**src/hdl/l1_cache_pkg.sv**
```systemverilog
package l1_cache_pkg;

    // Core and memory bus geometry
    localparam int addr_w = 32;
    localparam int data_w = 64;
    localparam int strb_w = data_w / 8;

    // Line layout is 4 double words of 8 bytes each
    localparam int beat_bits = 2;
    localparam int byte_bits = 3;

    // Flag positions in a metadata word
    // Tag occupies the bits above the flags
    localparam int meta_valid = 0;
    localparam int meta_dirty = 1;
    localparam int meta_lru = 2;
    localparam int meta_flag_w = 3;

    // Controller states
    typedef enum logic [2:0] {
        st_invalidate,
        st_prepare,
        st_ready,
        st_flush,
        st_flush_ack,
        st_load,
        st_way_wb,
        st_retry
    } cache_state_e;

    // Source of the value written into the way RAMs
    typedef enum logic [1:0] {
        wb_core,
        wb_mem,
        wb_clear
    } wb_src_e;

endpackage

```
**src/hdl/lookup_if.sv**
```systemverilog
`timescale 1ns/1ps

interface lookup_if;
    import l1_cache_pkg::*;

    // Per-way tag match with valid
    logic [1:0] hit;
    // Stage-2 request present but no way matched
    logic miss;
    // Way chosen for replacement and its dirty state
    logic victim;
    logic victim_dirty;
    // Line address of the victim for the write burst
    logic [addr_w-1:0] flush_addr;

    // Write value select and forced write enables outside of ready
    wb_src_e wb_src;
    logic [1:0] meta_we_force;
    logic [1:0] data_we_force;
    // Pipeline may advance
    logic int_ready;

    modport lookup(
        output hit, miss, victim, victim_dirty, flush_addr,
        input wb_src
    );

    modport ctrl(
        input miss, victim, victim_dirty, flush_addr,
        output wb_src, meta_we_force, data_we_force, int_ready
    );

endinterface

```
**src/hdl/cache_lookup.sv**
```systemverilog
`timescale 1ns/1ps

module cache_lookup #(
    parameter int sets = 16,
    localparam int set_bits = $clog2(sets),
    localparam int tag_w = l1_cache_pkg::addr_w - l1_cache_pkg::byte_bits
        - l1_cache_pkg::beat_bits - set_bits,
    localparam int meta_w = tag_w + l1_cache_pkg::meta_flag_w
) (
    lookup_if.lookup lk,
    input logic [l1_cache_pkg::addr_w-1:0] req_addr,
    input logic req_wen,
    input logic [l1_cache_pkg::data_w-1:0] req_wdata,
    input logic [l1_cache_pkg::strb_w-1:0] req_wmask,
    input logic req_valid,
    input logic [meta_w-1:0] meta_rd [2],
    input logic [l1_cache_pkg::data_w-1:0] data_rd [2],
    input logic [l1_cache_pkg::data_w-1:0] mem_resp_rdata,
    output logic [meta_w-1:0] meta_wr [2],
    output logic [l1_cache_pkg::data_w-1:0] data_wr [2],
    output logic [l1_cache_pkg::data_w-1:0] resp_rdata,
    output logic resp_valid
);
    import l1_cache_pkg::*;

    localparam int line_lsb = beat_bits + byte_bits;

    logic [tag_w-1:0] req_tag;
    logic [set_bits-1:0] req_set;
    logic [1:0] hit;
    logic [1:0] new_lru;
    logic victim;

    assign req_tag = req_addr[addr_w-1 -: tag_w];
    assign req_set = req_addr[line_lsb +: set_bits];

    // LRU pair
    // Equal bits mean way 0 is newer
    assign victim = (meta_rd[0][meta_lru] == meta_rd[1][meta_lru]);
    // Way 0 copies way 1 to become newest, way 1 inverts way 0
    assign new_lru[0] = meta_rd[1][meta_lru];
    assign new_lru[1] = !meta_rd[0][meta_lru];

    for (genvar w = 0; w < 2; w++) begin : g_way
        logic [meta_w-1:0] meta_core;
        logic [meta_w-1:0] meta_mem;
        logic [data_w-1:0] merged;

        assign hit[w] = meta_rd[w][meta_valid] && (meta_rd[w][meta_w-1 -: tag_w] == req_tag);

        always_comb begin
            // Core access keeps the tag and may set dirty
            meta_core = meta_rd[w];
            meta_core[meta_valid] = 1'b1;
            meta_core[meta_dirty] = req_wen || meta_rd[w][meta_dirty];
            meta_core[meta_lru] = new_lru[w];
            // Reload installs the request tag as a clean line
            meta_mem = '0;
            meta_mem[meta_w-1 -: tag_w] = req_tag;
            meta_mem[meta_valid] = 1'b1;
            meta_mem[meta_lru] = new_lru[w];
        end

        // Byte merge of write data over the stored double word
        for (genvar b = 0; b < strb_w; b++) begin : g_byte
            assign merged[b*8 +: 8] = req_wmask[b] ? req_wdata[b*8 +: 8] : data_rd[w][b*8 +: 8];
        end

        always_comb begin
            case (lk.wb_src)
                wb_core: begin
                    meta_wr[w] = meta_core;
                    data_wr[w] = merged;
                end
                wb_mem: begin
                    meta_wr[w] = meta_mem;
                    data_wr[w] = mem_resp_rdata;
                end
                default: begin
                    meta_wr[w] = '0;
                    data_wr[w] = '0;
                end
            endcase
        end
    end

    assign lk.hit = hit;
    assign lk.miss = req_valid && !(|hit);
    assign lk.victim = victim;
    assign lk.victim_dirty = meta_rd[victim][meta_valid] && meta_rd[victim][meta_dirty];
    // Victim line base address
    assign lk.flush_addr = {meta_rd[victim][meta_w-1 -: tag_w], req_set, {line_lsb{1'b0}}};

    // Hit data path
    assign resp_rdata = hit[1] ? data_rd[1] : data_rd[0];
    assign resp_valid = req_valid && (|hit);

endmodule

```
**src/flat_wrapper.sv**
```systemverilog
// flat-port wrapper written by rule: the top's interface ports become plain ports
module cache_lookup_flat import l1_cache_pkg::*;
#(
    parameter int sets = 16,
    localparam int set_bits = $clog2(sets),
    localparam int tag_w = l1_cache_pkg::addr_w - l1_cache_pkg::byte_bits
        - l1_cache_pkg::beat_bits - set_bits,
    localparam int meta_w = tag_w + l1_cache_pkg::meta_flag_w
)
  (req_addr, req_wen, req_wdata, req_wmask, req_valid, meta_rd, data_rd, mem_resp_rdata, meta_wr, data_wr, resp_rdata, resp_valid, lk_hit, lk_miss, lk_victim, lk_victim_dirty, lk_flush_addr, lk_wb_src);
  lookup_if lk_i ();
  input logic [l1_cache_pkg::addr_w-1:0] req_addr;
  input logic req_wen;
  input logic [l1_cache_pkg::data_w-1:0] req_wdata;
  input logic [l1_cache_pkg::strb_w-1:0] req_wmask;
  input logic req_valid;
  input logic [meta_w-1:0] meta_rd[2];
  input logic [l1_cache_pkg::data_w-1:0] data_rd[2];
  input logic [l1_cache_pkg::data_w-1:0] mem_resp_rdata;
  output logic [meta_w-1:0] meta_wr[2];
  output logic [l1_cache_pkg::data_w-1:0] data_wr[2];
  output logic [l1_cache_pkg::data_w-1:0] resp_rdata;
  output logic resp_valid;
  output wire logic [$bits(lk_i.hit)-1:0] lk_hit;
  output wire logic [$bits(lk_i.miss)-1:0] lk_miss;
  output wire logic [$bits(lk_i.victim)-1:0] lk_victim;
  output wire logic [$bits(lk_i.victim_dirty)-1:0] lk_victim_dirty;
  output wire logic [$bits(lk_i.flush_addr)-1:0] lk_flush_addr;
  input wire logic [$bits(lk_i.wb_src)-1:0] lk_wb_src;
  assign lk_hit = lk_i.hit;
  assign lk_miss = lk_i.miss;
  assign lk_victim = lk_i.victim;
  assign lk_victim_dirty = lk_i.victim_dirty;
  assign lk_flush_addr = lk_i.flush_addr;
  assign lk_i.wb_src = lk_wb_src;
  cache_lookup #(.sets(sets)) u_core (.lk(lk_i), .req_addr(req_addr), .req_wen(req_wen), .req_wdata(req_wdata), .req_wmask(req_wmask), .req_valid(req_valid), .meta_rd(meta_rd), .data_rd(data_rd), .mem_resp_rdata(mem_resp_rdata), .meta_wr(meta_wr), .data_wr(data_wr), .resp_rdata(resp_rdata), .resp_valid(resp_valid));
endmodule
```
**config.mk**
```make
export PLATFORM = sky130hd
export DESIGN_NAME = cache_lookup_flat
export DESIGN_NICKNAME = d
export VERILOG_FILES = /design/src/hdl/l1_cache_pkg.sv /design/src/hdl/lookup_if.sv /design/src/hdl/cache_lookup.sv /design/src/flat_wrapper.sv
export SDC_FILE = /design/constraint.sdc
export NUM_CORES = 1
export LEC_CHECK = 0
export BUFFER_PORTS_ARGS = -buffer_cell sky130_fd_sc_hd__buf_2
export CAP_MARGIN = 20
export CORE_AREA = 3 3 247 249
export DETAILED_ROUTE_END_ITERATION = 6
export DIE_AREA = 0 0 250 252
export SETUP_SLACK_MARGIN = 0.02
export SYNTH_ARGS = -nofsm -noshare
export SYNTH_HDL_FRONTEND = slang
export SYNTH_SLANG_ARGS = --single-unit
```
**constraint.sdc**
```tcl
create_clock -name vclk -period 2
set_input_delay 0.1 -clock vclk [all_inputs]
set_output_delay 0.1 -clock vclk [all_outputs]
set_load 0.02 [all_outputs]
```
==> key figures, run 1 <==
Status
  – Status: finished, violations left
  – Failing checks: setup timing

Detailed routing
  – Drt initial violations: 684
  – Detailed-route DRC error count: 0
  – Drt wl/cell: between 20 and 25 um
  – Avg Vias per Cell: a little under 4
  – Post-route ant nets: 0
  – DR pass1 iterations: 5
  – Via count: 8,363
  – Final wirelength: 44,900 um

Final layout
  – Non-Filler Instances: 2,127
  – Layout Nets: 1,701
  – FFs & Latches: 0
  – CLK BUF: 0
  – Share of cells above drive strength 1: 57.7%
  – Fin area: about 9500 um^2
  – Layout area overhead: 97.2%
  – Area occupied by registers: 0 um^2
  – Final Core Density: 16.1%

Logic synthesis
  – Mapped Cells: 743
  – Top post-synthesis cells by count: a21oi_1 (238), nand2b_1 (128), nand2_1 (70)
  – Synth Cell Area: 4820 um^2
  – Syn Area/Cell: 6.49 um^2
  – Unique masters post-synth: 25
  – Register area share after synthesis: 0%
  – Most common cell in the netlist: a21oi_1
  – Area share of the largest cell type after synthesis: 24.7%
  – Top post-synthesis cells by area: a21oi_1 (25%), mux2_4 (19%), nand2b_1 (17%), o21ai_0 (6.7%), mux2_2 (6.3%)
  – Synth Warn #: 0
  – Synth area leader: a21oi_1

Flow run
  – Max-Cap Viols: 0

Power
  – Leakage: between 4 and 5 nW
  – Maximum VDD drop: 0.179 mV
  – Total Power: approximately 2.6 mW
  – Cell Pwr Density: approximately 280 nW/um^2

Placement
  – Placer congestion estimate: 0.897
  – Post-detail-place hpwl: 39,800 um
  – Inst Count DP: 2,119
  – PortBufs: a little over 600
  – DP Worst Slack: -0.328 ns
  – Post-DP Area: 9020 um^2

Setup path
  – CP required: 1.90 ns
  – CP endpoint kind: output port
  – Startpoint types: primary input
  – Arrival time at the worst endpoint: between 2 and 2.5 ns
  – Critical path type: primary input to output port
  – CP Max Fanout: 24

STA
  – Min Tclk post-route: around 2.1 ns
  – Measured slew at the worst slew-check pin: 0.582 ns
  – Slew headroom: just over 60%
  – RSZ-0062 raised after global routing: true
  – Hold WS: 0.200 ns
  – Fmax: 470 MHz
  – Final Hold Viols: 0
  – Period utilization: 106%
  – Final worst setup slack: -0.129 ns
  – Setup Viol. Count Final: 64
  – Setup TNS Final: -5.38 ns
  – Slew Limit Fails: 0

Global route
  – Met3 usage: 3.21%
  – Total track usage: 13.0%
  – Initial antenna violation count: 14
  – Grt met1 use: 15.3%
  – Vias in the first global route: 8,226
  – Global Route met2 Usage: a little under a quarter
  – Gr busiest metal: met2
  – GRT overflow: 0
  – First-pass GRT wire length: around 59,000 um
  – Largest net degree at the start of global routing: 51

Die
  – Starting Density: under 10%
  – Die X: 250 um
  – Die height: 252 um
  – DIE AREA: 63,000 um^2
  – Core Area: just under 60,000 um^2
  – I/O Pins: 634
  – Site Rows: 89

Min path
  – Hold Path Class: primary input to output port
metal layers:
metal  share of wire, %  wire length (um)
met1                 38             17300
met5               0.11                48
met4                4.5              2020
met3                9.5              4280
met2                 47             21300
worst max-delay path, cell delays in order:
cell	delay, ns
buf_8	0.10
xor2_2	0.18
nor4_2	0.32
nand4_1	0.12
or3_4	0.47
buf_12	0.22
mux2_4	0.32
buf_2	0.16
report_power, final:
group	switching, mW	internal, mW	total (mW)
logic	1.59	1.03	2.62
clock network	0	0.000000251	0.000000251
registers	0	0	0
total	1.59	1.03	2.62
worst paths after layout:
check / slack, ns / depth (start not counted) / end / startpoint
min: 0.20 / 0 / lk_flush_addr[7] / req_addr[7]
max: -0.13 / 8 / resp_rdata[36] / meta_rd[25]
repair_timing:
action	CTS	global route
endpoints found under the setup margin	64	64
buffers inserted	0	1
pin swaps	3	0
hold buffers	0	0
gates resized for setup	84	34
cells in the final DEF, fill, tap and decap left out, types with 6 or more instances in the layout:
cell type and instances:
nand2b_1 128, buf_2 563, xor2_2 10, mux2_4 60, nand4_1 6, diode_2 7
buf_12 10, a21oi_1 238, nor4_1 9, buf_4 49, xor2_1 22, buf_6 45
nand2_1 70, mux2_2 27, o21ai_0 65, xnor2_1 11
kinds of logic after synthesis:
family | Yosys count | synth area share [%]
other cells | 1 | 0.0778
compound gates | 304 | 31.6
buf+inv | 72 | 8.57
simple gates | 232 | 26.2
xor+xnor | 47 | 8.54
mux | 87 | 25.0
layout make-up:
cell class                      count  area [um^2]
Timing Repair Buffer              670         3940
Inverter                            2         10.0
Tap cell                          773          967
Multi-Input combinational cell    675         4570
Antenna cell                        7         17.5
Fill cell                        6835        49400
(Power assumes the default switching activity.)
==> inputs of run 2 (changes only) <==
- BUFFER_PORTS_ARGS: -buffer_cell sky130_fd_sc_hd__buf_2 -> -buffer_cell sky130_fd_sc_hd__buf_4
==> run 2 against run 1 <==
Combinational power increased by 15%. Non-clock buffer count is 2 higher. Cell area up 17%. First-iteration DRC count shrank 8.5%. Die area unchanged. Wire length is 4.5% higher. Clock-buffer cell count is the same. The flow still finishes with violations (setup timing). Power is 15% higher. Maximum frequency down 4.0%. Critical path depth rose by 1. Flip-flop and latch count unchanged. Via count increased by 0.53%. Critical endpoint is now resp_rdata[42].
==> key figures, run 2 (synthesized netlist as in run 1, its figures left out) <==
Status
  – Status: finished, violations left
  – Failing checks: setup timing

Global route
  – Initial antenna violation count: 6
  – First-pass GRT wire length: 61,900 um
  – Vias in the first global route: 8,436
  – Total track usage: a little over an eighth
  – Largest net degree at the start of global routing: 66
  – GRT overflow: 0

Final layout
  – FFs & Latches: 0
  – Most frequent cells in the layout: buf_4 (585), a21oi_1 (238), nand2b_1 (128)
  – Share of cells above drive strength 1: 57.3%
  – Area occupied by registers: 0 um^2
  – Layout area overhead: 131%
  – Layout Nets: 1,703
  – CLK BUF: 0
  – Commonest non-fill, non-tap cell in the layout: buf_4

Power
  – Maximum VDD drop: 0.191 mV
  – Leakage: ~5.4 nW
  – Total Power: 3.01 mW
  – Cell Pwr Density: around 270 nW/um^2

Die
  – DIE AREA: 63,000 um^2
  – Core Area: 58,900 um^2
  – I/O Pins: 634
  – Site Rows: 89
  – Die height: 252 um
  – Die X: 250 um
  – Starting Density: 8.18%

Setup path
  – CP endpoint kind: output port
  – Critical path type: primary input to output port
  – Top Family by Delay on Critical Path: simple AND/OR/NAND/NOR gates
  – Bufs and invs on worst path: 4
  – Crit path max-delay cell type: or3_4
  – CP required: 1.90 ns
  – Arrival time at the worst endpoint: 2.12 ns
  – CP Launch Point: req_addr[25]
  – CP Max Fanout: 6
  – Startpoint types: primary input
  – CP max stage delay: 0.46 ns
  – Critical-path cell list: buf_4, xor2_2, nor4_2, nand4_1, or3_4, buf_12, clkbuf_16, mux2_4, buf_6

STA
  – Final worst setup slack: -0.219 ns
  – Final Hold Viols: 0
  – Measured slew at the worst slew-check pin: 0.596 ns
  – Min Tclk post-route: roughly 2.2 ns
  – Slew headroom: approximately three fifths
  – Slew Limit Fails: 0
  – Period utilization: 111%
  – Fmax: 451 MHz
  – RSZ-0062 raised after global routing: true
  – Hold WS: between 0.2 and 0.25 ns
  – Setup Viol. Count Final: 64

Detailed routing
  – Drt initial violations: 626
  – Post-route ant nets: 0
  – Detailed-route DRC error count: 0
  – Drt wl/cell: 22.0 um
  – Final wirelength: 46,900 um
  – Via count: 8,407
  – Avg Vias per Cell: between 3 and 4
  – DR pass1 iterations: 7

Flow run
  – Max-Cap Viols: 0

Min path
  – Hold Path Class: primary input to output port
  – HP Start: req_addr[7]

Placement
  – Post-detail-place hpwl: 40,400 um
  – PortBufs: 616
  – Placer congestion estimate: 0.918
==> run 2: repair_timing <==
action	4_1_cts	5_1_grt
hold buffers	0	0
setup buffers	2	1
pin swaps	6	5
gates cloned	8	1
gates resized for setup	85	9
endpoints found under the setup margin	64	64
==> run 2: power breakdown <==
part	switching (mW)	internal (mW)
clock	0	0.0000000151
combinational	1.62	1.40
sequential	0	0
total	1.62	1.40
==> run 2: area by class of cell <==
class,instances,area (um^2)
antenna,3,7.51
fill,6764,47800
inverter,2,10.0
multi-input combinational,675,4540
tap,773,967
timing repair buffer,672,5630
==> run 2: worst paths after layout <==
path | to | slack, ns | depth (start not counted)
hold / removal | lk_flush_addr[7] | 0.20 | 0
setup / recovery | resp_rdata[42] | -0.22 | 9
==> run 2: per-layer routing <==
| layer | part of all wire (%) | track usage [%] | up-vias |
|---|---|---|---|
| met1 | 39 | 16.0 | 3932 |
| met5 | 0.098 | 0 | - |
| met4 | 3.1 | 3.53 | 8 |
| met3 | 9.5 | 3.83 | 71 |
| li1 | - | - | 3824 |
| met2 | 48 | 23.7 | 572 |
==> run 2: stage by stage <==
stage,util (%),setup WS [ns],cell area [um^2],cells,TNS (ns)
3_5_place_dp,17.8,-0.295,10500,2110,-17.82
3_3_place_gp,17.8,-0.281,10500,2110,-17.28
5_1_grt,18.9,-0.271,11100,2122,-15.58
4_1_cts,18.8,-0.218,11000,2120,-11.35
6_report,18.9,-0.219,11100,2125,-11.83
2_1_floorplan,-,0.254,4830,747,0
