==> src/hdl/l1_cache_pkg.sv <==
package l1_cache_pkg;

    // Core and memory bus geometry
    localparam int addr_w = 32;
    localparam int data_w = 64;
    localparam int strb_w = data_w / 8;

    // Line layout is 4 double words of 8 bytes each
    localparam int beat_bits = 2;
    localparam int byte_bits = 3;

    // Flag positions in a metadata word
    // Tag occupies the bits above the flags
    localparam int meta_valid = 0;
    localparam int meta_dirty = 1;
    localparam int meta_lru = 2;
    localparam int meta_flag_w = 3;

    // Controller states
    typedef enum logic [2:0] {
        st_invalidate,
        st_prepare,
        st_ready,
        st_flush,
        st_flush_ack,
        st_load,
        st_way_wb,
        st_retry
    } cache_state_e;

    // Source of the value written into the way RAMs
    typedef enum logic [1:0] {
        wb_core,
        wb_mem,
        wb_clear
    } wb_src_e;

endpackage

==> src/hdl/lookup_if.sv <==
`timescale 1ns/1ps

interface lookup_if;
    import l1_cache_pkg::*;

    // Per-way tag match with valid
    logic [1:0] hit;
    // Stage-2 request present but no way matched
    logic miss;
    // Way chosen for replacement and its dirty state
    logic victim;
    logic victim_dirty;
    // Line address of the victim for the write burst
    logic [addr_w-1:0] flush_addr;

    // Write value select and forced write enables outside of ready
    wb_src_e wb_src;
    logic [1:0] meta_we_force;
    logic [1:0] data_we_force;
    // Pipeline may advance
    logic int_ready;

    modport lookup(
        output hit, miss, victim, victim_dirty, flush_addr,
        input wb_src
    );

    modport ctrl(
        input miss, victim, victim_dirty, flush_addr,
        output wb_src, meta_we_force, data_we_force, int_ready
    );

endinterface

==> src/hdl/cache_ctrl.sv <==
`timescale 1ns/1ps

module cache_ctrl #(
    parameter int sets = 16,
    localparam int set_bits = $clog2(sets)
) (
    input logic clk,
    input logic rst,
    lookup_if.ctrl lk,
    input logic [l1_cache_pkg::addr_w-1:0] load_addr,
    input logic [l1_cache_pkg::beat_bits-1:0] req_beat,
    input logic mem_req_ready,
    input logic mem_resp_valid,
    output logic [l1_cache_pkg::addr_w-1:0] mem_req_addr,
    output logic mem_req_wen,
    output logic mem_req_valid,
    output logic mem_resp_ready,
    output logic invalidate_en,
    output logic [set_bits-1:0] inv_set,
    output logic reload_en,
    output logic [l1_cache_pkg::beat_bits-1:0] beat
);
    import l1_cache_pkg::*;

    cache_state_e state;
    logic [beat_bits-1:0] cnt;
    logic [beat_bits-1:0] cnt_next;
    logic ready_w;
    logic req_fire;
    logic resp_fire;

    assign req_fire = mem_req_valid && mem_req_ready;
    assign resp_fire = mem_resp_valid && mem_resp_ready;

    // Hits flow only in ready
    assign ready_w = (state == st_ready) && !lk.miss;
    assign lk.int_ready = ready_w;
    assign reload_en = !ready_w;
    assign invalidate_en = (state == st_invalidate);

    // Beat counter next value
    always_comb begin
        cnt_next = cnt;
        case (state)
            st_ready: begin
                if (lk.miss) begin
                    cnt_next = '0;
                end
            end
            st_flush: begin
                if (req_fire) begin
                    cnt_next = cnt + 1'b1;
                end
            end
            st_flush_ack: begin
                if (resp_fire) begin
                    cnt_next = '0;
                end
            end
            st_load: begin
                if (resp_fire) begin
                    // After the last beat point the data read at the retried request
                    cnt_next = (&cnt) ? req_beat : cnt + 1'b1;
                end
            end
            default: begin
                cnt_next = cnt;
            end
        endcase
    end

    // Load writes the current beat
    // Other states read one beat ahead to cover the RAM latency
    assign beat = (state == st_load) ? cnt : cnt_next;

    // Forced writes and write value select
    always_comb begin
        lk.meta_we_force = 2'b00;
        lk.data_we_force = 2'b00;
        lk.wb_src = wb_core;
        case (state)
            st_invalidate: begin
                lk.meta_we_force = 2'b11;
                lk.wb_src = wb_clear;
            end
            st_load: begin
                lk.wb_src = wb_mem;
                lk.data_we_force[lk.victim] = resp_fire;
            end
            st_way_wb: begin
                lk.wb_src = wb_mem;
                lk.meta_we_force[lk.victim] = 1'b1;
            end
            default: begin
                lk.wb_src = wb_core;
            end
        endcase
    end

    always_ff @(posedge clk) begin
        if (rst) begin
            state <= st_invalidate;
            inv_set <= '0;
            cnt <= '0;
            mem_req_valid <= 1'b0;
            mem_resp_ready <= 1'b0;
        end else begin
            cnt <= cnt_next;
            case (state)
                st_invalidate: begin
                    inv_set <= inv_set + 1'b1;
                    if (inv_set == set_bits'(sets - 1)) begin
                        state <= st_prepare;
                    end
                end
                st_prepare: begin
                    state <= st_ready;
                end
                st_ready: begin
                    if (lk.miss) begin
                        mem_req_valid <= 1'b1;
                        // Dirty victim goes out before the reload
                        if (lk.victim_dirty) begin
                            state <= st_flush;
                        end else begin
                            mem_resp_ready <= 1'b1;
                            state <= st_load;
                        end
                    end
                end
                st_flush: begin
                    if (req_fire && (&cnt)) begin
                        mem_req_valid <= 1'b0;
                        mem_resp_ready <= 1'b1;
                        state <= st_flush_ack;
                    end
                end
                st_flush_ack: begin
                    // Write acknowledged so issue the read
                    if (resp_fire) begin
                        mem_req_valid <= 1'b1;
                        state <= st_load;
                    end
                end
                st_load: begin
                    if (req_fire) begin
                        mem_req_valid <= 1'b0;
                    end
                    if (resp_fire && (&cnt)) begin
                        mem_resp_ready <= 1'b0;
                        state <= st_way_wb;
                    end
                end
                st_way_wb: begin
                    state <= st_retry;
                end
                default: begin
                    // Retry waits for the new metadata to be read back
                    state <= st_ready;
                end
            endcase
        end
    end

    // Memory request address and direction
    always_ff @(posedge clk) begin
        if ((state == st_ready) && lk.miss) begin
            mem_req_addr <= lk.victim_dirty ? lk.flush_addr : load_addr;
            mem_req_wen <= lk.victim_dirty;
        end else if ((state == st_flush_ack) && resp_fire) begin
            mem_req_addr <= load_addr;
            mem_req_wen <= 1'b0;
        end
    end

endmodule

==> src/flat_wrapper.sv <==
// flat-port wrapper written by rule: the top's interface ports become plain ports
module cache_ctrl_flat import l1_cache_pkg::*;
#(
    parameter int sets = 16,
    localparam int set_bits = $clog2(sets)
)
  (clk, rst, load_addr, req_beat, mem_req_ready, mem_resp_valid, mem_req_addr, mem_req_wen, mem_req_valid, mem_resp_ready, invalidate_en, inv_set, reload_en, beat, lk_miss, lk_victim, lk_victim_dirty, lk_flush_addr, lk_wb_src, lk_meta_we_force, lk_data_we_force, lk_int_ready);
  lookup_if lk_i ();
  input logic clk;
  input logic rst;
  input logic [l1_cache_pkg::addr_w-1:0] load_addr;
  input logic [l1_cache_pkg::beat_bits-1:0] req_beat;
  input logic mem_req_ready;
  input logic mem_resp_valid;
  output logic [l1_cache_pkg::addr_w-1:0] mem_req_addr;
  output logic mem_req_wen;
  output logic mem_req_valid;
  output logic mem_resp_ready;
  output logic invalidate_en;
  output logic [set_bits-1:0] inv_set;
  output logic reload_en;
  output logic [l1_cache_pkg::beat_bits-1:0] beat;
  input wire logic [$bits(lk_i.miss)-1:0] lk_miss;
  input wire logic [$bits(lk_i.victim)-1:0] lk_victim;
  input wire logic [$bits(lk_i.victim_dirty)-1:0] lk_victim_dirty;
  input wire logic [$bits(lk_i.flush_addr)-1:0] lk_flush_addr;
  output wire logic [$bits(lk_i.wb_src)-1:0] lk_wb_src;
  output wire logic [$bits(lk_i.meta_we_force)-1:0] lk_meta_we_force;
  output wire logic [$bits(lk_i.data_we_force)-1:0] lk_data_we_force;
  output wire logic [$bits(lk_i.int_ready)-1:0] lk_int_ready;
  assign lk_i.miss = lk_miss;
  assign lk_i.victim = lk_victim;
  assign lk_i.victim_dirty = lk_victim_dirty;
  assign lk_i.flush_addr = lk_flush_addr;
  assign lk_wb_src = lk_i.wb_src;
  assign lk_meta_we_force = lk_i.meta_we_force;
  assign lk_data_we_force = lk_i.data_we_force;
  assign lk_int_ready = lk_i.int_ready;
  cache_ctrl #(.sets(sets)) u_core (.clk(clk), .rst(rst), .lk(lk_i), .load_addr(load_addr), .req_beat(req_beat), .mem_req_ready(mem_req_ready), .mem_resp_valid(mem_resp_valid), .mem_req_addr(mem_req_addr), .mem_req_wen(mem_req_wen), .mem_req_valid(mem_req_valid), .mem_resp_ready(mem_resp_ready), .invalidate_en(invalidate_en), .inv_set(inv_set), .reload_en(reload_en), .beat(beat));
endmodule
==> config.mk <==
export PLATFORM = sky130hd
export DESIGN_NAME = cache_ctrl_flat
export DESIGN_NICKNAME = d
export VERILOG_FILES = /design/src/hdl/l1_cache_pkg.sv /design/src/hdl/lookup_if.sv /design/src/hdl/cache_ctrl.sv /design/src/flat_wrapper.sv
export SDC_FILE = /design/constraint.sdc
export NUM_CORES = 1
export LEC_CHECK = 0
export ABC_AREA = 1
export BUFFER_PORTS_ARGS = -buffer_cell sky130_fd_sc_hd__buf_2
export CAP_MARGIN = 20
export CORE_MARGIN = 2
export CORE_UTILIZATION = 41
export DETAILED_ROUTE_END_ITERATION = 7
export MAX_ROUTING_LAYER = met4
export PLACE_DENSITY = 0.76
export SKIP_CTS_REPAIR_TIMING = 1
export SLEW_MARGIN = 30
export SYNTH_ARGS = -nofsm -noshare
export SYNTH_HDL_FRONTEND = slang
export SYNTH_SLANG_ARGS = --single-unit
==> constraint.sdc <==
create_clock -name clk -period 4.4 [get_ports clk]
set_clock_uncertainty 0.1 [all_clocks]
set_input_delay 0.44 -clock clk [delete_from_list [all_inputs] [get_ports clk]]
set_output_delay 0.44 -clock clk [all_outputs]
set_load 0.005 [all_outputs]
==> results.rst <==
.. list-table::
   :header-rows: 1

   * - Metric
     - Value
   * - Result of the run
     - completed
   * - Area overhead of the layout relative to synthesis
     - 31.7%
   * - Required time of the critical path
     - around 4.3 ns
   * - Maximum number of buffers from clock root to sink
     - 2
   * - Internal reg-to-reg setup slack
     - approximately 2 ns
   * - Lkg Pwr
     - 0.00151 µW
   * - Horizontal die dimension
     - 80.2 µm
   * - Final min period
     - 2.42 ns
   * - Slew Limit Headroom
     - 0.515
   * - Global-route usage over all layers
     - 0.155
   * - RSZ-0062 raised after global routing
     - false
   * - Syn_area_per_cell
     - approximately 11 µm²
   * - Number of synthesized register bits
     - between 40 and 50
   * - Detailed-router iteration count before antenna repair
     - 4
   * - Number of antenna violations at the first check in global routing
     - 0
   * - Final wirelength
     - slightly above 5000 µm
   * - Clock root buffer
     - sky130_fd_sc_hd__clkbuf_8
   * - Syn Nets
     - 291
   * - Ratio of total power to cell area
     - about 480 nW/µm²
   * - Cell depth of the worst flop-to-flop path
     - 7
   * - Biggest area consumer among synthesized cells
     - sky130_fd_sc_hd__edfxtp_1
   * - Pin count of the biggest net entering global routing
     - 34
   * - Number of cells in the design after placement
     - about 400
   * - Setup TNS
     - 0 ns
   * - Cell row count
     - 27
   * - Class of the tightest hold or removal check
     - primary input to register
   * - Die height
     - approximately 80 µm
   * - Post-DRT Antenna Nets
     - 0
   * - Clock tree from TritonCTS
     - done
   * - Effective utilization at floorplan
     - 0.427
   * - Type of destination of the critical path
     - register
   * - Number of vias after detailed routing
     - 1900
   * - Hpwl dp
     - just over 4000 µm
   * - Setup crit start kind
     - register
   * - Class of the most critical setup path
     - register to register
   * - Number of H-tree levels
     - 2
   * - Clock buffers created by TritonCTS
     - 5
   * - Final Setup Violations
     - 0
   * - Via density
     - roughly 4.6
   * - Fraction of layout instances using a drive strength above 1
     - 0.510
   * - Max frequency
     - approximately 0.41 GHz
   * - DRC marker count from the first detailed-route iteration
     - 63
   * - Area of the core
     - between 5000 and 6000 µm²
   * - Fin cells
     - approximately 410
   * - Post-Place Setup Slack
     - ~1.7 ns
   * - Data arrival at the endpoint of the critical path
     - between 2 and 2.5 ns
   * - Antenna diode count
     - 0
   * - Clock-pin slew on the worst setup and hold paths
     - around 0.09 ns
   * - Hold Crit Endpoint
     - u_core.inv_set[2]
   * - Wirelength per Cell
     - about 12 µm
   * - Die area
     - between 6000 and 7000 µm²
   * - DRC violation count after routing
     - 0
   * - Worst-margin pin slew
     - slightly above 0.7 ns
   * - Critical hold path startpoint
     - rst
   * - MaxCap Viol Count
     - 0
   * - Net total in the final layout
     - ~420
   * - Maximum resistive drop on vdd
     - 0.208 mV
   * - Routability cong.
     - between 0.8 and 0.9
   * - Distinct cells, synth
     - 25
   * - Sequential-to-total area share from yosys stat
     - 0.508
   * - Number of hold-slack violations in the final timing report
     - 0
   * - Post-layout worst setup margin
     - a little under 2 ns
   * - Final worst path period share
     - 0.551
   * - Port-buffer cells
     - 122
   * - Reg2reg end
     - u_core.mem_req_addr[27]
   * - Summed instance area of the synthesized netlist
     - around 2400 µm²
   * - Remaining Overflow, GRT
     - 0
   * - I/O pin count
     - approximately 120
   * - Cell depth of the worst min-delay path
     - 2
   * - Clock sink count
     - 44
   * - Final Total Pwr
     - 1490 µW
   * - Post-synth top area share
     - 0.416
   * - Insertion delay of the later-clocked pin in the worst-skew pair
     - ~0.3 ns
   * - Max Fanout on Critical Path
     - 17
   * - Slew Viols, Final
     - 0
   * - Syn Inst Count
     - between 200 and 250
   * - Most area-consuming cells after synthesis
     - sky130_fd_sc_hd__edfxtp_1, sky130_fd_sc_hd__mux2_4, sky130_fd_sc_hd__dfxtp_1
   * - Reg2Reg Launch Point
     - u_core.cnt[0]
   * - Vias in the first global route
     - roughly 1700
   * - Wire length of the first global-routing pass
     - 7440 µm
   * - Count of synthesis-stage warnings from yosys
     - 0
==> routing by layer <==
metal	track usage	vias up	routed length [µm]
met1	0.177	831	2190
li1	-	982	-
met3	0.0315	5	433
met5	-	-	0
met4	0.0424	0	34
met2	0.278	82	2500
==> power breakdown <==
part	internal, µW	switching, µW	total [µW]	leakage, µW
combinational	227	283	510	0.00106
sequential	611	57.3	668	0.000395
clock	171	141	312	0.0000548
==> cells by family after synthesis <==
| kind of cell | synth area share |
|---|---|
| compound gates | 0.0294 |
| fa+ha+maj | 0.0158 |
| buf+inv | 0.0662 |
| flops | 0.508 |
| mux | 0.197 |
| simple gates | 0.183 |
==> how the worst max path moves through the flow <==
| stage | endpoint | slack (ns) | start | depth (start not counted) |
|---|---|---|---|---|
| finish | u_core.mem_req_addr[27] | 1.98 | u_core.cnt[0] | 7 |
| global route | u_core.mem_req_addr[27] | 1.75 | u_core.cnt[0] | 7 |
| CTS | u_core.mem_req_addr[22] | 1.68 | u_core.cnt[0] | 6 |
| detailed placement | u_core.mem_req_addr[22] | 1.70 | u_core.cnt[0] | 6 |
| global placement | u_core.mem_req_addr[27] | 1.79 | u_core.cnt[0] | 6 |
| floorplan | u_core.mem_req_addr[0] | 1.10 | u_core.cnt[0] | 5 |
==> registers in the layout, indices dropped and copies added, names as in the netlist <==
signal	count
u_core.cnt	2
u_core.inv_set	4
u_core.mem_req_addr	32
u_core.mem_req_valid	1
u_core.mem_req_wen	1
u_core.mem_resp_ready	1
u_core.state	3
==> through the flow <==
stage | hold slack (ns) | instance area, µm² | utilization
after floorplan | 0.393 | 2390 | -
after global placement | 0.394 | 3020 | 0.541
after detailed placement | 0.401 | 3020 | 0.541
after CTS | 0.268 | 3130 | 0.562
after global routing | 0.281 | 3140 | 0.563
final | 0.279 | 3140 | 0.563
==> worst max-delay path, cell delays in order, from the launching register on <==
cell and delay, ns:
sky130_fd_sc_hd__dfxtp_1 0.48, sky130_fd_sc_hd__ha_1 0.24, sky130_fd_sc_hd__nand3_1 0.08, sky130_fd_sc_hd__nand2_1 0.11, sky130_fd_sc_hd__nand2_1 0.12, sky130_fd_sc_hd__nor4_4 0.43
sky130_fd_sc_hd__buf_4 0.29, sky130_fd_sc_hd__buf_4 0.26
==> placed cells by master (no fill, tap or decap) <==
cell	count
sky130_fd_sc_hd__buf_2	122
sky130_fd_sc_hd__nand2_1	43
sky130_fd_sc_hd__edfxtp_1	33
sky130_fd_sc_hd__mux2_4	29
sky130_fd_sc_hd__nor2_1	28
sky130_fd_sc_hd__nand3_1	16
sky130_fd_sc_hd__inv_1	15
sky130_fd_sc_hd__dfxtp_1	11
sky130_fd_sc_hd__a21oi_1	8
sky130_fd_sc_hd__o21ai_0	6
sky130_fd_sc_hd__clkbuf_8	5
sky130_fd_sc_hd__inv_2	3
sky130_fd_sc_hd__mux2_2	3
sky130_fd_sc_hd__ha_1	3
sky130_fd_sc_hd__nor2_2	2
sky130_fd_sc_hd__buf_4	2
sky130_fd_sc_hd__nand2_2	1
sky130_fd_sc_hd__nor2_8	1
sky130_fd_sc_hd__nand4_1	1
sky130_fd_sc_hd__nand3_2	1
sky130_fd_sc_hd__nand3b_1	1
sky130_fd_sc_hd__nor3_1	1
sky130_fd_sc_hd__nor4_4	1
sky130_fd_sc_hd__and2_1	1
sky130_fd_sc_hd__nor3_2	1
sky130_fd_sc_hd__inv_6	1
sky130_fd_sc_hd__clkinvlp_4	1
sky130_fd_sc_hd__bufinv_16	1
==> synthesized netlist by cell type <==
master and number:
sky130_fd_sc_hd__a21oi_1 8, sky130_fd_sc_hd__and2_1 1, sky130_fd_sc_hd__buf_12 3, sky130_fd_sc_hd__buf_4 1, sky130_fd_sc_hd__buf_6 2, sky130_fd_sc_hd__dfxtp_1 11
sky130_fd_sc_hd__edfxtp_1 33, sky130_fd_sc_hd__ha_1 3, sky130_fd_sc_hd__inv_1 15, sky130_fd_sc_hd__inv_2 3, sky130_fd_sc_hd__mux2_2 3, sky130_fd_sc_hd__mux2_4 29
sky130_fd_sc_hd__nand2_1 43, sky130_fd_sc_hd__nand2_2 1, sky130_fd_sc_hd__nand3_1 16, sky130_fd_sc_hd__nand3_2 1, sky130_fd_sc_hd__nand3b_1 1, sky130_fd_sc_hd__nand4_1 1
sky130_fd_sc_hd__nor2_1 28, sky130_fd_sc_hd__nor2_2 2, sky130_fd_sc_hd__nor2_8 1, sky130_fd_sc_hd__nor3_1 1, sky130_fd_sc_hd__nor3_2 1, sky130_fd_sc_hd__nor4_1 1
sky130_fd_sc_hd__o21ai_0 6
==> cell type report <==
class	instances	area [µm²]
clock buffers	5	68.8
repair buffers	124	626
inverters	18	67.6
fillers	517	2440
multi-input cells	147	1030
well taps	72	90.1
flip-flops and latches	44	1210
clock inverters	3	46.3
(Power assumes the default switching activity.)
