[src/hdl/cache_ram.sv]
`timescale 1ns/1ps

module cache_ram #(
    parameter int sets = 16,
    parameter int width = 64,
    localparam int aw = $clog2(sets)
) (
    input logic clk,
    input logic [aw-1:0] raddr,
    output logic [width-1:0] rdata,
    input logic [aw-1:0] waddr,
    input logic we,
    input logic [width-1:0] wdata
);

    logic [width-1:0] mem [sets];

    always_ff @(posedge clk) begin
        if (we) begin
            mem[waddr] <= wdata;
        end
    end

    // Registered read
    // Same-address write is forwarded so a hit sees its own update
    always_ff @(posedge clk) begin
        if (we && (waddr == raddr)) begin
            rdata <= wdata;
        end else begin
            rdata <= mem[raddr];
        end
    end

endmodule

[config.mk]
export PLATFORM = sky130hd
export DESIGN_NAME = cache_ram
export DESIGN_NICKNAME = d
export VERILOG_FILES = /design/src/hdl/cache_ram.sv
export SDC_FILE = /design/constraint.sdc
export NUM_CORES = 1
export LEC_CHECK = 0
export BUFFER_PORTS_ARGS = -buffer_cell sky130_fd_sc_hd__buf_4
export CORE_ASPECT_RATIO = 1.2
export CORE_MARGIN = 5
export CORE_UTILIZATION = 45
export DETAILED_ROUTE_END_ITERATION = 8
export PLACE_DENSITY = 0.66
export SLEW_MARGIN = 20
export SYNTH_ARGS = -nofsm -noshare
export SYNTH_HDL_FRONTEND = slang
export SYNTH_SLANG_ARGS = --single-unit
[constraint.sdc]
create_clock -name clk -period 5.53 [get_ports clk]
set_input_delay 0.553 -clock clk [delete_from_list [all_inputs] [get_ports clk]]
set_output_delay 0.553 -clock clk [all_outputs]
set_load 0.05 [all_outputs]
==> results by group, run 1 <==
Critical path
  • CP Max Fanout: 39
  • Critical-path cell list: buf_4 -> mux4_2 -> a22oi_1 -> nand2_1 -> buf_4
  • Cell mode on critical path: buf_4
  • Slowest cell on the critical path: dfxtp_4
  • Startpoint types: flop
  • Setup Crit Path Kind: reg2out
  • Worst path arrival time: 3.27 ns
  • Req. time, crit path: ~5 ns
  • Worst path bufs/invs: 2
  • Worst Setup End Kind: output port
  • Largest delay share family, worst path: flip-flops
  • CP max stage delay: 0.90 ns

Synthesis
  • Synth top area share: around 80%
  • Sequential share of the synthesized area: around four fifths
  • Synth Area in Adders: 0%
  • Syn Inst Count: around 1,600
  • Cell area after synthesis: between 0.03 and 0.04 mm²
  • Mux contribution to synthesized area: 15.0%
  • Syn_nets: 1,661
  • Register bit total from synthesis: 1,028
  • Post-synth top area cell: edfxtp_1
  • Distinct cells, synth: 18
  • Simple-Gate Fraction of Synth Area: less than 1%
  • Ys Warns: 0
  • Largest family of logic cells by synthesized area: multiplexers
  • Synth Area in Compound Gates: under 10%
  • XOR/XNOR Fraction of Synth Area: 0%
  • Avg Inst Size Synth: about 24 µm²
  • Dominant cells by area after synthesis: edfxtp_1 80%, mux4_2 15%, a22oi_1 2.5%, nand2_1 0.64%, buf_6 0.38%

Power and ir drop
  • P_leak: 13.9 nW
  • Power Total: around 0.016 W
  • Peak VDD IR: 229 µV
  • Pwr/cell area: roughly 370 mW/mm²

Floorplanning
  • Core box area: roughly 0.085 mm²
  • # rows: between 100 and 150
  • Die H: approximately 330 µm
  • Top Ports: ~140
  • Die Footprint: approximately 0.091 mm²
  • Initial Utilization: a little under half
  • Die X-Extent: 277 µm

Placed design
  • Port Buffers: roughly 140
  • Cells after DPL: roughly 2,800
  • Hpwl dp: between 40,000 and 50,000 µm
  • Placed cell area: slightly above 0.04 mm²
  • Gpl congestion: just over 0.7

Global routing
  • Met3 GRT Util: about 3.5%
  • Via count of the first global-routing pass: between 15,000 and 20,000
  • First-pass GRT wire length: 125,000 µm
  • Pin count of the biggest net entering global routing: slightly below 90
  • Overflow after GRT: 0
  • Initial antenna violation count: 8
  • Grt met1 use: about a quarter
  • Grt met2 use: between 30% and 40%
  • Busiest grt layer: met2
  • GRT Resource Usage Total: between 10% and 20%

Timing
  • Worst Max-Slew Pin Slew: approximately 1.1 ns
  • RSZ-0062 raised after global routing: false
  • Tmin final: between 3 and 4 ns
  • Fmax: roughly 0.26 GHz
  • Fin crit share: ~69%
  • Max-slew violations: 0
  • Setup TNS: 0 ns
  • Final Hold Viols: 0
  • Slew Limit Headroom: roughly 28%
  • Setup-failing EPs final: 0

Final layout
  • Layout area overhead: 15.1%
  • Commonest cells after routing, fill and taps aside: 1,024 x edfxtp_1, 256 x mux4_2, 166 x buf_4, 128 x a22oi_1, 95 x clkbuf_16
  • Fillers: roughly 6,400
  • Commonest non-fill, non-tap cell in the layout: edfxtp_1
  • Design area: 0.0442 mm²
  • Most flops, register: mem
  • Post-route insts no fill: around 3,000
  • Nets: 1,860
  • Share of cells above drive strength 1: 31.9%
  • Largest regs: mem: 1024 flops
  • Max FFs per register: 1,024
  • Final Util: between 50% and 60%

Drt
  • DR pass1 iterations: 5
  • Drt wl/cell: 28.5 µm
  • First DRT Iteration DRCs: around 1,700
  • Vias: 17,396
  • Via/cell ratio: slightly below 6
  • Routed Antenna Nets: 0
  • DRC errors left: 0
  • Final wirelength: between 80,000 and 90,000 µm

Run
  • Max cap viols: 0

CTS
  • Clk root buf: clkbuf_16
  • Post-CTS Resized: 0
  • H-tree levels: 3
  • Hold-fix buffers at CTS: 4
  • Postcts setup bufs: 0
  • Sink Count: approximately 1,000
  • CTS buffer count: a little over 90
  • CTS tree: built
  • CTS clk-pin slew, worst paths: ~0.06 ns
  • Clock tree buffer depth: 3

Min path
  • Worst Hold Class: in2reg

Outcome
  • Status: completed
-- routing by layer --
layer	share of wire, %	wire (µm)
met2	51	43500
met1	41	34600
met4	2.1	1760
met5	0.071	61
met3	6.3	5350
-- final timing paths --
| kind | startpoint | end | slack [ns] | cells past startpoint |
|---|---|---|---|---|
| max | flop | rdata[58] | 1.71 | 5 |
| min | wdata[32] | mem[1][32] | 0.21 | 1 |
-- per-stage QoR --
step | hold slack [ns] | worst slack, ns
floorplan | 0.581 | 1.28
global route | 0.198 | 1.45
detailed placement | 0.660 | 2.29
CTS | 0.161 | 1.58
global placement | 0.657 | 2.32
finish | 0.205 | 1.71
-- cell families (layout without fill, tap and decap cells) --
kind of cell	count (synthesis)	after routing
AO/OA/AOI/OAI	128	128
buffers and inverters	84	356
flip-flops	1028	1028
multiplexers	256	256
other	0	4
AND/OR/NAND/NOR	91	91
-- area by class of cell --
class	count	area (µm²)	area share (%)
Antenna cell	4	10.0	0.0227
Timing Repair Buffer	189	1680	3.81
Tap cell	1130	1410	3.20
Sequential cell	1028	30800	69.8
Clock buffer	112	2440	5.53
Multi-Input combinational cell	475	7260	16.4
Clock inverter	55	522	1.18
-- where the power goes --
| group | leakage [nW] | internal [W] | switching, W |
|---|---|---|---|
| logic | 3.21 | 0.000378 | 0.000651 |
| registers | 9.28 | 0.00873 | 0.0000496 |
| clock network | 1.44 | 0.00360 | 0.00271 |
-- synthesized netlist by cell type --
library cell  instances
clkbuf_1             36
buf_6                13
buf_1                16
nor3_1                4
nand2b_1              2
nor2_1               13
mux4_2              256
dfxtp_1               4
a22oi_1             128
nand3_1               1
buf_2                13
nor2b_1               2
nand3b_1              2
edfxtp_1           1024
nand2_1              65
and2_1                1
buf_4                 6
or3b_2                1
Power figures use the tool's default switching activity.
==> inputs of run 2 (changes only) <==
Settings changed: PLACE_DENSITY 0.66 to 0.64.
Clock period 5.53 ns to 3.9 ns, I/O delays scaled along.
==> run 2 against run 1 <==
  * Via count rose by 0.43%
  * Sequential share of layout area fell by 0.22 points
  * Core utilization increased by 0.16 points
  * Global-route usage about the same
  * Critical path type unchanged
  * Highest routed layer unchanged
==> results by group, run 2 (same netlist as run 1, synthesis figures left out) <==
Placed design
  • Port Buffers: 137
  • Hpwl dp: roughly 43,000 µm
  • Gpl congestion: a little over 0.7

Outcome
  • Status: completed

Power and ir drop
  • P_sw: roughly 0.0048 W
  • Switching Share: between 20% and 30%
  • P_leak: 14.0 nW
  • Pwr/cell area: slightly above 500 mW/mm²
  • Power Total: around 0.023 W
  • Clk pwr share: between 30% and 40%
  • Peak VDD IR: ~300 µV
  • Combinational share of power: ~6.6%
  • Power Internal: approximately 0.018 W
  • Seq pwr share: between 50% and 60%

Critical path
  • Worst Setup End Kind: output port
  • Worst path bufs/invs: 2
  • Largest delay share family, worst path: buffers and inverters
  • Slowest cell on the critical path: dfxtp_4
  • Req. time, crit path: roughly 3.5 ns
  • CP max stage delay: around 0.66 ns
  • Worst path arrival time: ~3.0 ns
  • Setup Crit Path Kind: reg2out
  • Cell mode on critical path: buf_4
  • CP Max Fanout: 25
  • Critical-path cell list: buf_4 -> mux4_2 -> a22oi_1 -> nand2_1 -> buf_4
  • Startpoint types: flop

Timing
  • Setup TNS: 0 ns
  • Slew Limit Headroom: a little over a third
  • Fin crit share: 85.9%
  • Tmin final: 3.35 ns
  • RSZ-0062 raised after global routing: false
  • Setup-failing EPs final: 0
  • Fmax: between 0.2 and 0.3 GHz
  • Final Hold Viols: 0
  • Worst Max-Slew Pin Slew: approximately 0.97 ns
  • Max-slew violations: 0

CTS
  • H-tree levels: 3
  • CTS tree: built
  • Post-CTS Resized: 0
  • Hold-fix buffers at CTS: 12
  • Clock tree buffer depth: 3
  • Sink Count: 1,028
  • Postcts setup bufs: 0
  • Clk root buf: clkbuf_16
  • CTS buffer count: 94
  • CTS clk-pin slew, worst paths: around 0.06 ns

Drt
  • DR pass1 iterations: 5
  • Vias: about 17,000
  • DRC errors left: 0
  • Final wirelength: approximately 85,000 µm
  • Routed Antenna Nets: 0
  • Via/cell ratio: between 5 and 6
  • Drt wl/cell: approximately 28 µm
  • First DRT Iteration DRCs: 1,628

Global routing
  • GRT Resource Usage Total: 18.5%
  • Via count of the first global-routing pass: between 15,000 and 20,000
  • Pin count of the biggest net entering global routing: 65
  • Initial antenna violation count: 7
  • First-pass GRT wire length: approximately 120,000 µm
  • Overflow after GRT: 0

Floorplanning
  • Die Footprint: roughly 0.091 mm²
  • Die X-Extent: 277 µm
  • Top Ports: 138
  • # rows: 117
  • Core box area: around 0.085 mm²
  • Die H: between 300 and 400 µm
  • Initial Utilization: about 45%

Final layout
  • Max FFs per register: slightly above 1,000
  • Largest regs: mem: 1024 flops
  • Nets: 1,873
  • Commonest cells after routing, fill and taps aside: 1,024 x edfxtp_1, 256 x mux4_2, 162 x buf_4, 128 x a22oi_1, 96 x clkbuf_16
  • Commonest non-fill, non-tap cell in the layout: edfxtp_1
  • Share of cells above drive strength 1: between 30% and 40%
  • Most flops, register: mem
  • Layout area overhead: 15.4%

Min path
  • Hold Path Stages: 1
  • Worst Hold Class: in2reg
  • Hold Crit Endpoint: mem[4][27]
  • Hold_sp: wdata[27]

Run
  • Max cap viols: 0
-- run 2: cell types whose count changed in the layout (fill, tap and decap cells not counted), sizes merged --
cell and delta:
clkbuf +8, dlygate4sd3 +8, bufinv -4, buf +3, clkinvlp -3, diode +2
inv +2
-- run 2: area by class of cell --
cell class | count | area (µm²)
Tap cell | 1130 | 1410
Clock buffer | 120 | 2510
Fill cell | 6369 | 40500
Clock inverter | 50 | 409
Antenna cell | 6 | 15.0
Timing Repair Buffer | 200 | 1860
Sequential cell | 1028 | 30800
Multi-Input combinational cell | 475 | 7260
-- run 2: worst max-delay path by stage --
stage	cells past startpoint	end	start	slack, ns
2_1_floorplan	2	mem[1][0]	waddr[2]	-0.18
3_3_place_gp	5	rdata[60]	flop	1.16
3_5_place_dp	5	rdata[53]	flop	1.13
4_1_cts	5	rdata[53]	flop	0.41
5_1_grt	5	rdata[53]	flop	0.30
6_report	5	rdata[53]	flop	0.55
-- run 2: metrics by stage --
step	instance area, µm²	util (%)	hold WS, ns	cells	setup WS (ns)
finish	44300	52.3	0.0414	3009	0.551
global route	44300	52.3	0.0373	3005	0.305
CTS	44300	52.3	0.000731	3003	0.408
detailed placement	41200	48.7	0.496	2821	1.13
global placement	41200	48.7	0.498	2821	1.16
floorplan	38400	-	0.418	1587	-0.184
-- run 2: power groups by stage --
stage / sequential (W) / combinational (W) / clock [W]
final: 0.0124 / 0.00149 / 0.00877
after global routing: 0.0124 / 0.00158 / 0.00939
after CTS: 0.0124 / 0.00152 / 0.00895
after detailed placement: 0.0127 / 0.00150 / 0
after global placement: 0.0127 / 0.00148 / 0
after floorplan: 0.0127 / 0.000911 / 0
-- run 2: routing by layer --
layer / vias to the layer above / wire length (µm) / global-route usage (%)
li1: 7307 / - / -
met1: 9553 / 35200 / 25.5
met2: 503 / 42700 / 31.2
met3: 106 / 4790 / 3.17
met4: 2 / 1830 / 5.31
met5: - / 13 / 0
==> inputs of run 3 (changes only) <==
Settings changed: CELL_PAD_IN_SITES_DETAIL_PLACEMENT set to 1, CELL_PAD_IN_SITES_GLOBAL_PLACEMENT set to 2, PLACE_DENSITY 0.64 to 0.75.
==> run 3 against run 2 <==
  * Total power up 1.0%
  * Fmax decreased by 3.7%
  * Sequential power about the same
  * Design area rose by 0.10%
  * Worst hold slack is essentially flat
  * Largest power group unchanged
  * Combinational power about the same
  * Cell count barely moved
  * Via count is 0.64% higher
  * Setup slack worse by 0.13 ns
  * Die area did not move
  * Sequential share of layout area decreased by 0.071 points
==> results by group, run 3 (same netlist as run 1, synthesis figures left out) <==
Outcome
  • Status: completed

Timing
  • Max-slew violations: 0
  • Worst Max-Slew Pin Slew: ~0.93 ns
  • Fmax: between 0.2 and 0.3 GHz
  • RSZ-0062 raised after global routing: false
  • Slew Limit Headroom: 37.5%
  • Final setup margin: approximately 0.42 ns
  • Hold slack: about 0.041 ns
  • Setup-failing EPs final: 0
  • Tmin final: 3.48 ns
  • Fin crit share: 89.2%
  • Final Hold Viols: 0
  • Setup TNS: 0 ns

Critical path
  • Critical-path cell list: buf_12 -> mux4_2 -> a22oi_1 -> nand2_1 -> buf_4
  • Setup Crit Path Kind: reg2out
  • Worst Setup End Kind: output port
  • Startpoint types: flop
  • Req. time, crit path: 3.51 ns
  • Slowest cell on the critical path: dfxtp_4
  • CP Max Fanout: 54
  • CP max stage delay: 0.66 ns
  • Worst path arrival time: between 3 and 4 ns

Global routing
  • Initial antenna violation count: 8
  • First-pass GRT wire length: ~130,000 µm
  • Overflow after GRT: 0
  • Pin count of the biggest net entering global routing: 65
  • GRT Resource Usage Total: between 15 and 20%
  • Via count of the first global-routing pass: a little under 20,000

Floorplanning
  • Die X-Extent: roughly 280 µm
  • Die Footprint: between 0.09 and 0.1 mm²
  • # rows: between 100 and 150
  • Die H: 330 µm
  • Core box area: approximately 0.085 mm²
  • Initial Utilization: a little under half
  • Top Ports: roughly 140

Power and ir drop
  • Peak VDD IR: 303 µV
  • Power Internal: approximately 0.018 W
  • Switching Share: between 20% and 30%
  • Seq pwr share: roughly 54%
  • Power Total: roughly 0.023 W
  • Pwr/cell area: 517 mW/mm²
  • Clk pwr share: between 30% and 40%
  • Combinational share of power: 6.5%
  • P_leak: 14.0 nW
  • P_sw: roughly 0.0049 W

Drt
  • Vias: approximately 18,000
  • Final wirelength: 90,800 µm
  • Met2 routed WL: about 47,000 µm
  • DRC errors left: 0
  • First DRT Iteration DRCs: about 1,500
  • WL met3: between 5000 and 6000 µm
  • Highest metal used: met4
  • Met1 Routed Length: 37,500 µm
  • Drt wl/cell: 30.2 µm
  • DR pass1 iterations: 5
  • Routed Antenna Nets: 0
  • Via/cell ratio: between 5 and 6

CTS
  • H-tree levels: 3
  • Sink Count: between 1,000 and 1,500
  • Clock tree buffer depth: 3
  • Clk root buf: clkbuf_16
  • CTS buffer count: 95
  • CTS clk-pin slew, worst paths: roughly 0.06 ns
  • Postcts setup bufs: 0
  • CTS tree: built

Final layout
  • Layout area overhead: 15.6%
  • Largest regs: mem: 1024 flops
  • Max FFs per register: between 1,000 and 1,500
  • Commonest cells after routing, fill and taps aside: 1,024 x edfxtp_1, 256 x mux4_2, 162 x buf_4, 128 x a22oi_1, 99 x clkbuf_16
  • Most flops, register: mem
  • Share of cells above drive strength 1: a little under a third
  • Nets: 1,870
  • Commonest non-fill, non-tap cell in the layout: edfxtp_1
  • Post-route insts no fill: 3,010

Placed design
  • Port Buffers: 137
  • Pre-CTS setup slack: 1.06 ns
  • Gpl congestion: 0.710
  • Hpwl dp: between 40,000 and 50,000 µm
  • Cells after DPL: approximately 2,800

Min path
  • Hold Crit Endpoint: mem[11][63]
  • Hold Path Stages: 1
  • Worst Hold Class: in2reg
  • Hold_sp: wdata[63]

Run
  • Max cap viols: 0
run 3: per-stage QoR:
step                      util (%)  instance area, µm²
after floorplan                  -               38400
after global placement        48.7               41300
after detailed placement      48.7               41300
after CTS                     52.3               44300
after global routing          52.3               44300
final                         52.3               44300
run 3: cell type report:
cell class	count	area [µm²]
clock inverter	47	382
antenna	7	17.5
multi-input combinational	475	7260
sequential	1028	30800
timing repair buffer	196	1830
tap	1130	1410
clock buffer	127	2610
fill	7189	40400
run 3: worst max path at each step:
| stage | slack (ns) | end | cells past startpoint |
|---|---|---|---|
| 2_1_floorplan | -0.18 | mem[1][0] | 2 |
| 3_3_place_gp | 1.06 | rdata[17] | 5 |
| 3_5_place_dp | 1.06 | rdata[17] | 5 |
| 4_1_cts | 0.34 | rdata[17] | 5 |
| 5_1_grt | 0.22 | rdata[17] | 5 |
| 6_report | 0.42 | rdata[17] | 5 |
run 3: power groups by stage:
stage          clock network [W]  logic (W)  registers, W
3_5_place_dp                   0    0.00151        0.0127
3_3_place_gp                   0    0.00148        0.0127
5_1_grt                  0.00968    0.00159        0.0125
2_1_floorplan                  0   0.000911        0.0127
6_report                 0.00898    0.00150        0.0124
4_1_cts                  0.00916    0.00152        0.0125
run 3: per-layer routing:
metal,vias to the layer above,track usage [%]
li1,7285,-
met1,9632,27.6
met4,0,4.68
met3,101,3.50
met2,564,33.6
met5,-,0
run 3: what timing repair did:
| action | in CTS | in global routing |
|---|---|---|
| endpoints found under the hold margin | 29 | 0 |
| hold buffers | 7 | 0 |
| gates resized for setup | 0 | 0 |
run 3: critical path: cells and delay by family (launching register included):
family,cells,cell delay (ns)
buf+inv,2,0.68
mux,1,0.56
flops,1,0.66
compound gates,1,0.24
simple gates,1,0.22
